### config.mk
export PLATFORM = sky130hd
export DESIGN_NAME = video_top
export DESIGN_NICKNAME = d
export VERILOG_FILES = /design/src/verilog/video_pkg.sv /design/src/verilog/cpu_pkg.sv /design/src/verilog/video_timing.sv /design/src/verilog/road_layer.sv /design/src/verilog/obj_layer.sv /design/src/verilog/colmix.sv /design/src/verilog/video_top.sv
export SDC_FILE = /design/constraint.sdc
export NUM_CORES = 1
export LEC_CHECK = 0
export BUFFER_PORTS_ARGS = -buffer_cell sky130_fd_sc_hd__buf_4
export CORE_MARGIN = 2
export CORE_UTILIZATION = 64
export DETAILED_ROUTE_END_ITERATION = 16
export PLACE_DENSITY = 0.78
export SYNTH_ARGS = -nofsm -noshare
export SYNTH_HDL_FRONTEND = slang
export SYNTH_HIERARCHICAL = 1
export SYNTH_SLANG_ARGS = --single-unit
export TNS_END_PERCENT = 1
### constraint.sdc
create_clock -name clk -period 23.5 [get_ports clk]
set_input_delay 3.525 -clock clk [delete_from_list [all_inputs] [get_ports clk]]
set_output_delay 3.525 -clock clk [all_outputs]
set_load 0.1 [all_outputs]
### src/verilog/video_pkg.sv
/*
 * Raster timing constants and pixel/colour types shared by the video blocks.
 * Timing, layers and mixer refer to these by scoped name.
 */

package video_pkg;

    // Raster geometry, one pixel per clock
    localparam logic [8:0] h_total   = 9'd384;
    localparam logic [8:0] h_visible = 9'd320;
    localparam logic [8:0] v_total   = 9'd262;
    localparam logic [8:0] v_visible = 9'd224;

    // Lines that pull the line interrupt low
    localparam logic [8:0] line_irq_a = 9'd64;
    localparam logic [8:0] line_irq_b = 9'd128;
    localparam logic [8:0] line_irq_c = 9'd192;

    // Palette index shown where no layer is opaque
    localparam logic [3:0] back_color = 4'd0;

    typedef struct packed {
        logic [8:0] h;
        logic [8:0] v;
    } coord_t;

    // One layer's pixel, palette index plus a visibility flag
    typedef struct packed {
        logic       opaque;
        logic [3:0] color;
    } layer_pxl_t;

    // 5:5:5 output colour, also the palette entry format
    typedef struct packed {
        logic [4:0] red;
        logic [4:0] green;
        logic [4:0] blue;
    } rgb_t;

    typedef enum logic [1:0] {
        sel_back,
        sel_road,
        sel_obj
    } layer_sel_e;

endpackage

### src/verilog/cpu_pkg.sv
/*
 * CPU write bus and register map decode enums.
 * Each video block decodes its own region from the broadcast write.
 */

package cpu_pkg;

    typedef struct packed {
        logic        we;
        logic [7:0]  addr;
        logic [15:0] data;
    } cpu_wr_t;

    // Region from addr[7:6]
    typedef enum logic [1:0] {
        rg_pal  = 2'd0,
        rg_obj  = 2'd1,
        rg_road = 2'd2
    } region_e;

    // Sprite field from addr[1:0], sprite number in addr[3:2]
    typedef enum logic [1:0] {
        of_x, of_y, of_color, of_enable
    } obj_field_e;

    // Road field from addr[1:0]
    typedef enum logic [1:0] {
        rf_center, rf_half_width, rf_stripe_shift, rf_colors
    } road_field_e;

endpackage

### src/verilog/video_timing.sv
/*
 * Raster generator: pixel and line counters, visible area flag,
 * vertical interrupt pulse and the registered line interrupt.
 */
`timescale 1ns/1ps

module video_timing (
    input  logic              clk,
    input  logic              rst,
    output video_pkg::coord_t pos,
    output logic              vis,
    output logic              vint,
    output logic              line_intn
);

    logic [8:0] h_cnt;
    logic [8:0] v_cnt;

    always_ff @(posedge clk or posedge rst) begin
        if (rst) begin
            h_cnt <= 9'd0;
            v_cnt <= 9'd0;
        end else if (h_cnt == video_pkg::h_total - 9'd1) begin
            h_cnt <= 9'd0;
            if (v_cnt == video_pkg::v_total - 9'd1) begin
                v_cnt <= 9'd0;
            end else begin
                v_cnt <= v_cnt + 9'd1;
            end
        end else begin
            h_cnt <= h_cnt + 9'd1;
        end
    end

    assign pos  = '{h: h_cnt, v: v_cnt};
    assign vis  = (h_cnt < video_pkg::h_visible) && (v_cnt < video_pkg::v_visible);

    // First pixel of vertical blanking
    assign vint = (h_cnt == 9'd0) && (v_cnt == video_pkg::v_visible);

    // Low for the whole of each interrupt line, one cycle late
    always_ff @(posedge clk or posedge rst) begin
        if (rst) begin
            line_intn <= 1'b1;
        end else begin
            line_intn <= !(v_cnt == video_pkg::line_irq_a ||
                           v_cnt == video_pkg::line_irq_b ||
                           v_cnt == video_pkg::line_irq_c);
        end
    end

    a_vint_single: assert property (
        @(posedge clk) disable iff (rst) vint |=> !vint
    );

endmodule

### src/verilog/road_layer.sv
/*
 * Road layer: a centred band with a 4 pixel kerb on each edge and
 * road/stripe colour alternating on the selected line bit.
 */
`timescale 1ns/1ps

module road_layer (
    input  logic                  clk,
    input  logic                  rst,
    input  cpu_pkg::cpu_wr_t      cpu_wr,
    input  video_pkg::coord_t     pos,
    output video_pkg::layer_pxl_t road_pxl
);

    logic [8:0] center;
    logic [8:0] half_width;
    logic [2:0] stripe_shift;
    logic [3:0] road_col;
    logic [3:0] kerb_col;
    logic [3:0] stripe_col;

    logic       road_wr;
    logic [8:0] d;
    logic [9:0] d_pad;
    logic       in_band;
    logic       in_kerb;
    logic       in_inner;

    assign road_wr = cpu_wr.we &&
        (cpu_pkg::region_e'(cpu_wr.addr[7:6]) == cpu_pkg::rg_road);

    always_ff @(posedge clk or posedge rst) begin
        if (rst) begin
            center       <= 9'd0;
            half_width   <= 9'd0;
            stripe_shift <= 3'd0;
            road_col     <= 4'd0;
            kerb_col     <= 4'd0;
            stripe_col   <= 4'd0;
        end else if (road_wr) begin
            case (cpu_pkg::road_field_e'(cpu_wr.addr[1:0]))
                cpu_pkg::rf_center:       center       <= cpu_wr.data[8:0];
                cpu_pkg::rf_half_width:   half_width   <= cpu_wr.data[8:0];
                cpu_pkg::rf_stripe_shift: stripe_shift <= cpu_wr.data[2:0];
                cpu_pkg::rf_colors: begin
                    road_col   <= cpu_wr.data[3:0];
                    kerb_col   <= cpu_wr.data[7:4];
                    stripe_col <= cpu_wr.data[11:8];
                end
                default: ;
            endcase
        end
    end

    // Distance from the centre line; the +4 avoids underflow on narrow roads
    always_comb begin
        d        = (pos.h >= center) ? pos.h - center : center - pos.h;
        d_pad    = {1'b0, d} + 10'd4;
        in_band  = (half_width != 9'd0) && (d <= half_width);
        in_kerb  = in_band && (d_pad > {1'b0, half_width});
        in_inner = in_band && !in_kerb;
    end

    always_ff @(posedge clk or posedge rst) begin
        if (rst) begin
            road_pxl <= '0;
        end else if (in_kerb) begin
            road_pxl <= '{opaque: 1'b1, color: kerb_col};
        end else if (in_inner) begin
            road_pxl <= '{opaque: 1'b1,
                          color: pos.v[stripe_shift] ? stripe_col : road_col};
        end else begin
            road_pxl <= '0;
        end
    end

endmodule

### src/verilog/obj_layer.sv
/*
 * Object layer: four solid 16x16 sprites from a CPU-written table.
 * Lower sprite numbers are drawn in front.
 */
`timescale 1ns/1ps

module obj_layer (
    input  logic                  clk,
    input  logic                  rst,
    input  cpu_pkg::cpu_wr_t      cpu_wr,
    input  video_pkg::coord_t     pos,
    output video_pkg::layer_pxl_t obj_pxl
);

    logic [8:0] x     [4];
    logic [8:0] y     [4];
    logic [3:0] color [4];
    logic [3:0] en;

    logic       obj_wr;
    logic [1:0] wr_idx;
    logic [3:0] hit;
    logic [1:0] win_idx;
    logic       any_hit;

    assign obj_wr = cpu_wr.we &&
        (cpu_pkg::region_e'(cpu_wr.addr[7:6]) == cpu_pkg::rg_obj);
    assign wr_idx = cpu_wr.addr[3:2];

    always_ff @(posedge clk or posedge rst) begin
        if (rst) begin
            for (int i = 0; i < 4; i++) begin
                x[i]     <= 9'd0;
                y[i]     <= 9'd0;
                color[i] <= 4'd0;
            end
            en <= 4'd0;
        end else if (obj_wr) begin
            case (cpu_pkg::obj_field_e'(cpu_wr.addr[1:0]))
                cpu_pkg::of_x:      x[wr_idx]     <= cpu_wr.data[8:0];
                cpu_pkg::of_y:      y[wr_idx]     <= cpu_wr.data[8:0];
                cpu_pkg::of_color:  color[wr_idx] <= cpu_wr.data[3:0];
                cpu_pkg::of_enable: en[wr_idx]    <= cpu_wr.data[0];
                default: ;
            endcase
        end
    end

    // Box test in 10 bits so x+15 does not wrap
    always_comb begin
        for (int i = 0; i < 4; i++) begin
            hit[i] = en[i] &&
                ({1'b0, pos.h} >= {1'b0, x[i]}) &&
                ({1'b0, pos.h} <= {1'b0, x[i]} + 10'd15) &&
                ({1'b0, pos.v} >= {1'b0, y[i]}) &&
                ({1'b0, pos.v} <= {1'b0, y[i]} + 10'd15);
        end
    end

    // Scan downwards so the lowest hit is left last
    always_comb begin
        win_idx = 2'd0;
        any_hit = 1'b0;
        for (int i = 3; i >= 0; i--) begin
            if (hit[i]) begin
                win_idx = 2'(i);
                any_hit = 1'b1;
            end
        end
    end

    always_ff @(posedge clk or posedge rst) begin
        if (rst) begin
            obj_pxl <= '0;
        end else begin
            obj_pxl <= '{opaque: any_hit, color: any_hit ? color[win_idx] : 4'd0};
        end
    end

    // An opaque pixel came from a sprite that was enabled when it was picked
    a_obj_enabled: assert property (
        @(posedge clk) disable iff (rst) obj_pxl.opaque |-> $past(en[win_idx])
    );

endmodule

### src/verilog/colmix.sv
/*
 * Colour mixer: layer priority, 16-entry palette and blanking.
 * Position and visible flag are delayed so they leave together with rgb.
 */
`timescale 1ns/1ps

module colmix (
    input  logic                  clk,
    input  logic                  rst,
    input  cpu_pkg::cpu_wr_t      cpu_wr,
    input  video_pkg::coord_t     pos,
    input  logic                  vis,
    input  video_pkg::layer_pxl_t road_pxl,
    input  video_pkg::layer_pxl_t obj_pxl,
    output video_pkg::rgb_t       rgb,
    output video_pkg::coord_t     out_pos,
    output logic                  out_vis
);

    video_pkg::rgb_t       pal [16];
    video_pkg::coord_t     pos_q;
    logic                  vis_q;
    video_pkg::layer_sel_e sel;
    logic [3:0]            pal_idx;
    logic                  pal_wr;

    assign pal_wr = cpu_wr.we &&
        (cpu_pkg::region_e'(cpu_wr.addr[7:6]) == cpu_pkg::rg_pal);

    always_ff @(posedge clk or posedge rst) begin
        if (rst) begin
            for (int i = 0; i < 16; i++) begin
                pal[i] <= '0;
            end
        end else if (pal_wr) begin
            pal[cpu_wr.addr[3:0]] <= cpu_wr.data[14:0];
        end
    end

    // Objects over road over background
    always_comb begin
        if (obj_pxl.opaque) begin
            sel = video_pkg::sel_obj;
        end else if (road_pxl.opaque) begin
            sel = video_pkg::sel_road;
        end else begin
            sel = video_pkg::sel_back;
        end
        case (sel)
            video_pkg::sel_obj:  pal_idx = obj_pxl.color;
            video_pkg::sel_road: pal_idx = road_pxl.color;
            default:             pal_idx = video_pkg::back_color;
        endcase
    end

    always_ff @(posedge clk or posedge rst) begin
        if (rst) begin
            pos_q   <= '0;
            vis_q   <= 1'b0;
            rgb     <= '0;
            out_pos <= '0;
            out_vis <= 1'b0;
        end else begin
            // Stage 1 lines up with the layer pixels
            pos_q   <= pos;
            vis_q   <= vis;
            // Stage 2 palette lookup
            rgb     <= vis_q ? pal[pal_idx] : '0;
            out_pos <= pos_q;
            out_vis <= vis_q;
        end
    end

    a_blank_black: assert property (
        @(posedge clk) disable iff (rst) !out_vis |-> (rgb == '0)
    );

endmodule

### src/verilog/video_top.sv
/*
 * Video subsystem top: raster timing, road and object layers, colour mixer.
 * CPU writes are broadcast and each block decodes its own region.
 */
`timescale 1ns/1ps

module video_top (
    input  logic              clk,
    input  logic              rst,
    input  cpu_pkg::cpu_wr_t  cpu_wr,
    output video_pkg::rgb_t   rgb,
    output video_pkg::coord_t out_pos,
    output logic              out_vis,
    output logic              vint,
    output logic              line_intn
);

    video_pkg::coord_t     pos;
    logic                  vis;
    video_pkg::layer_pxl_t road_pxl;
    video_pkg::layer_pxl_t obj_pxl;

    video_timing u_timing (
        .clk       ( clk       ),
        .rst       ( rst       ),
        .pos       ( pos       ),
        .vis       ( vis       ),
        .vint      ( vint      ),
        .line_intn ( line_intn )
    );

    road_layer u_road (
        .clk      ( clk      ),
        .rst      ( rst      ),
        .cpu_wr   ( cpu_wr   ),
        .pos      ( pos      ),
        .road_pxl ( road_pxl )
    );

    obj_layer u_obj (
        .clk     ( clk     ),
        .rst     ( rst     ),
        .cpu_wr  ( cpu_wr  ),
        .pos     ( pos     ),
        .obj_pxl ( obj_pxl )
    );

    colmix u_colmix (
        .clk      ( clk      ),
        .rst      ( rst      ),
        .cpu_wr   ( cpu_wr   ),
        .pos      ( pos      ),
        .vis      ( vis      ),
        .road_pxl ( road_pxl ),
        .obj_pxl  ( obj_pxl  ),
        .rgb      ( rgb      ),
        .out_pos  ( out_pos  ),
        .out_vis  ( out_vis  )
    );

endmodule

### Yosys cells after proc, flatten, opt, wreduce, memory -nomap -nowiden

Index checks and enable logic that the tools add are counted.

| cells by class | value |
|---|---|
| bitwise gates (word level) | 4 |
| reductions and logical operators | 43 |
| equality and inequality tests | 13 |
| magnitude comparators | 30 |
| muxes and demuxes | 40 |
| add/sub/neg operators | 13 |

Operators by type and width:

| cell | count |
|---|---|
| 240-bit bitwise mux | 1 |
| 9-bit >= comparator | 9 |
| 9-bit by 4-bit adder with 10-bit output, second input constant | 8 |
| 9-bit by 10-bit less-or-equal comparator with 1-bit output | 8 |
| 36-bit bitwise mux | 2 |
| 15-bit binary-select mux with 4-bit select | 1 |
| 15-bit demux with 4-bit select | 1 |
| 15-bit two-way mux | 4 |
| 9-bit two-way mux | 4 |
| 9-bit by 8-bit == test with 1-bit output, second input constant | 3 |
| 1-bit logical AND | 27 |
| 4-bit two-way mux | 5 |
| 9-bit by 1-bit adder with 9-bit output, second input constant | 2 |
| 9-bit demux with 2-bit select | 1 |
| 9-bit == test, second input constant | 2 |
| 9-bit subtractor | 2 |
| 16-bit bitwise mux | 1 |
| 2-bit AND reduction | 8 |
| 9-bit by 3-bit adder with 10-bit output, second input constant | 1 |
| 5-bit >= comparator, second input constant | 2 |
| 10-bit by 9-bit > comparator with 1-bit output | 1 |
| 2-bit two-way mux | 5 |
| 5-bit two-way mux | 2 |
| 4-bit inverter with 5-bit output | 2 |
| 25 further kinds | 41 |

| storage, ports and cells | value |
|---|---|
| output and inout bits | 36 |
| bits in registers | 447 |

### Longest topological paths before layout

| depth | value |
|---|---|
| depth in word-level cells | 14 |
| gate-level depth with buffers | 21 |
| depth with buffers taken out | 19 |

### Modules after synthesis

The synthesis kept the hierarchy.

Modules (own cells, without submodules):

| module | area each (µm²) | times used | cells each | seq. area each (µm²) |
|---|---|---|---|---|
| colmix | 12618.4 | 1 | 985 | 7332.0 |
| obj_layer | 8090.3 | 1 | 857 | 2427.3 |
| road_layer | 3090.5 | 1 | 324 | 950.9 |
| video_timing | 980.9 | 1 | 97 | 476.7 |

### Worst setup path before layout

Ideal clock, no wire load.

| timing path | value |
|---|---|
| path type | reg2out |
| from | register u_timing.h_cnt[1] |
| to | output vint |
| cell stages (with the launch flop) | 5 |
| setup slack | 15.781 ns |
| required time | 19.975 ns |
| buffers on the path | 0 |
| arrival time | 4.194 ns |
| path through | dfrtp_1 > inv_1 > ha_1 > or4b_2 > nor4_1 |

| on the way | value |
|---|---|
| longest elaborated chain between the ends | 2 |

Ends and longest elaborated chain:

| item | RTL line | text |
|---|---|---|
| start: declaration | video_timing.sv:16 | `logic [8:0] h_cnt;` |
| start signal: assignment | video_timing.sv:31 | `h_cnt <= h_cnt + 9'd1;` |
| 9-bit logical NOT | video_timing.sv:39 | `assign vint = (h_cnt == 9'd0) && (v_cnt == video_pkg::v_visible);` |
| 1-bit logical AND | video_timing.sv:39 |  |
| end: declaration | video_top.sv:14 | `output logic vint,` |

Every way passes these cells.

### Worst setup path in the final report

| timing path | value |
|---|---|
| from | register u_timing.h_cnt[0] |
| to | output vint |

Same word-level chain as after synthesis.

==> key figures <==
Finish
  • Fraction of layout cells with a size suffix above 1: 22.6%
  • Final Core Density: 70.9%
  • Commonest non-fill, non-tap cell in the layout: dfrtp_1
  • Fin nets: 2519
  • Commonest non-fill, non-tap cells in the layout: dfrtp_1, mux2_2, nand2_1
  • Area Growth Syn to Fin: 10.0%

Global route
  • Number of global-route vias before repair: 18.8k
  • Number of antenna violations at the first check in global routing: 4
  • M1 GR Usage: 42.7%
  • Maximum number of pins on one net before global-route repair: 126
  • GR Util met3: 6.57%
  • Total congestion overflow: 0
  • Busiest layer in global routing: met2
  • GR Layer Usage met2: 51.1%
  • GRT Util Overall: 31.7%
  • First-pass GRT wire length: 101000 um

Worst setup path
  • Startpoint Class: flop
  • Arrival time at the worst endpoint: 2.65 ns
  • Critical path capture point type: output pin
  • Critical Path Fanout Max: 8
  • Worst path required time: 19.98 ns
  • Startpoint-to-endpoint class of the critical path: reg2out

Synthesis
  • Yosys warning count: 6
  • Number of flops mapped to enable cells by yosys: 0
  • Primary FF master, synth: dfrtp_1
  • Top cell type by total area after synthesis: dfrtp_1
  • Largest cells by area after synthesis: dfrtp_1, mux2_2, ha_1, nand2_1, a21oi_1
  • Gate count of the mapped netlist: 2263
  • Share of async-settable or async-resettable flops after synthesis: 100%
  • Syn Nets: 2483
  • Sequential cell area fraction in the yosys report: 45.1%
  • Proportion of netlist area held by the largest area contributor: 45.0%
  • Cell variety after synth: 98
  • Mean Syn Cell Area: 11.0 um2
  • Post-synthesis register bit count: 447
  • Area of the mapped netlist: 24800 um2

Job
  • MaxCap Viol Count: 0

STA
  • RSZ-0062 raised after global routing: false
  • Slew Viols, Final: 0
  • Final critical-path setup slack: 17.32 ns
  • Peak clock frequency supported by timing: 162 MHz
  • Worst clock skew on the final layout: 0.0305 ns
  • Worst slew margin: 13.7%
  • Summed negative setup slack over all endpoints: 0 ns
  • Final count of hold timing violations: 0
  • Worst-Margin Slew: 1.29 ns
  • Final critical path time including I/O delays and setup: 6.18 ns
  • Final setup viols: 0
  • Final critical-path share of the clock period: 26.3%

Placement
  • Placer's final routability congestion estimate: 0.878
  • Placement Setup Slack: 17.86 ns
  • Post-DP HPWL: 39400 um
  • Buffers added on ports: 59

Floorplan
  • Area of the placeable core: 38500 um2
  • Row Count: 72
  • Initial Util: 64.4%
  • DIE AREA: 40300 um2
  • Top-level port count: 63
  • Die width: 201 um
  • Vertical die dimension: 201 um

Clocking
  • CTS H-tree depth: 2
  • Setup Fix Bufs, Post-CTS: 0
  • Clock-pin slew on the worst setup and hold paths: 0.06 ns
  • Insertion delay of the later-clocked pin in the worst-skew pair: 0.60 ns
  • Total of cells resized after clock tree synthesis: 0
  • Clk sink count: 447
  • Library cell used as clock root buffer: clkbuf_16
  • Maximum clock insertion buffer count: 3
  • CTS hold repair buffers: 0
  • Number of buffers inserted during clock tree synthesis: 47
  • TritonCTS clock tree: built

Min path
  • Type of the most critical hold path: reg2reg

Detailed routing
  • Vias per Instance: 6.44
  • Wirelength per Cell: 22.2 um
  • DRT antenna net count: 0
  • Vias after detailed routing: 18.4k
  • Routed WL: 63400 um
  • Number of detailed-route iterations in the first pass: 5
  • DR iter-0 viols: 1477
  • Post-detailed-route DRC marker count: 0

Pwr
  • Leakage: 0.0131 uW
  • Power density of the placed cells: 92.7 nW/um2
  • Maximum vdd drop: 0.0720 mV

Status
  • Outcome: completed
-- report_power, final --
group | switching [uW] | internal, uW
Combinational | 504 | 312
Clock | 308 | 459
Sequential | 68.1 | 878
-- final timing paths --
path / start / end / slack [ns] / depth (start not counted)
setup / recovery: u_timing/h_cnt[0] / vint / 17.32 / 5
hold / removal: u_colmix/pos_q[2] / u_colmix/out_pos[2] / 0.35 / 0
setup reg to reg: u_timing/h_cnt[2] / u_road/road_pxl[1] / 17.84 / 19
hold reg to reg: u_colmix/pos_q[2] / u_colmix/out_pos[2] / 0.35 / 0
max in group asynchronous: rst / u_colmix/pal[236] / 18.66 / 3
min in group asynchronous: rst / u_obj/obj_pxl[3] / 3.00 / 2
-- cell type report --
| cell class | count | area [um2] |
|---|---|---|
| diodes | 3 | 7.51 |
| clock buffers | 66 | 1320 |
| clock inverters | 18 | 275 |
| fillers | 2666 | 11200 |
| inverters | 130 | 498 |
| multi-input cells | 1586 | 12700 |
| flip-flops and latches | 447 | 11200 |
| well taps | 518 | 648 |
| repair buffers | 87 | 653 |
-- critical path, stage by stage (launching register included) --
cell     delay (ns)
dfrtp_1        0.52
inv_1          0.11
ha_1           0.13
or4b_2         0.60
nor4_1         0.34
buf_4          0.36
-- stage by stage --
step | total power, uW | instance area, um2 | std cells | hold WS (ns)
4_1_cts | 2530 | 27300 | 2852 | 0.348
2_1_floorplan | 1550 | 24800 | 2263 | 0.331
6_report | 2530 | 27300 | 2855 | 0.347
5_1_grt | 2660 | 27300 | 2852 | 0.353
3_5_place_dp | 1750 | 25700 | 2768 | 0.335
3_3_place_gp | 1720 | 25700 | 2768 | 0.333
-- registers in the layout, indices dropped and copies added, names as in the netlist, 5 cells and up --
register	cells
u_colmix/out_pos	18
u_colmix/pal	240
u_colmix/pos_q	18
u_colmix/rgb	15
u_obj/color	16
u_obj/obj_pxl	5
u_obj/x	36
u_obj/y	36
u_road/center	9
u_road/half_width	9
u_road/road_pxl	5
u_timing/h_cnt	9
u_timing/v_cnt	9
-- routing by layer --
metal / routed length [um] / vias up
met2: 29600 / 700
met5: 30 / -
met3: 4820 / 162
li1: - / 8244
met4: 1960 / 4
met1: 27000 / 9269
-- cell usage after synthesis (10+ instances only) --
master	number
buf_2	28
xnor2_1	67
nor2b_1	12
a211oi_1	27
a221oi_1	28
nor3_1	36
a21oi_1	137
o21ai_0	73
a221o_1	15
a21o_1	26
dfrtp_1	446
o21ai_1	24
mux2i_1	38
nand2_1	215
xor2_1	11
clkbuf_1	58
a31oi_1	10
nor2_1	69
nand3_1	36
ha_1	191
nand2b_1	10
inv_1	128
mux2_2	313
o211ai_1	10
a211o_1	28
o21a_1	11
and3_1	44
nand4_1	32
-- cell families after synthesis --
logic type	synth area share (%)
fa+ha+maj	9.81
simple gates	10.3
flops	45.1
buf+inv	3.80
xor+xnor	2.82
mux	16.4
compound gates	11.8
Note: power is estimated with default switching activity, not from simulation.
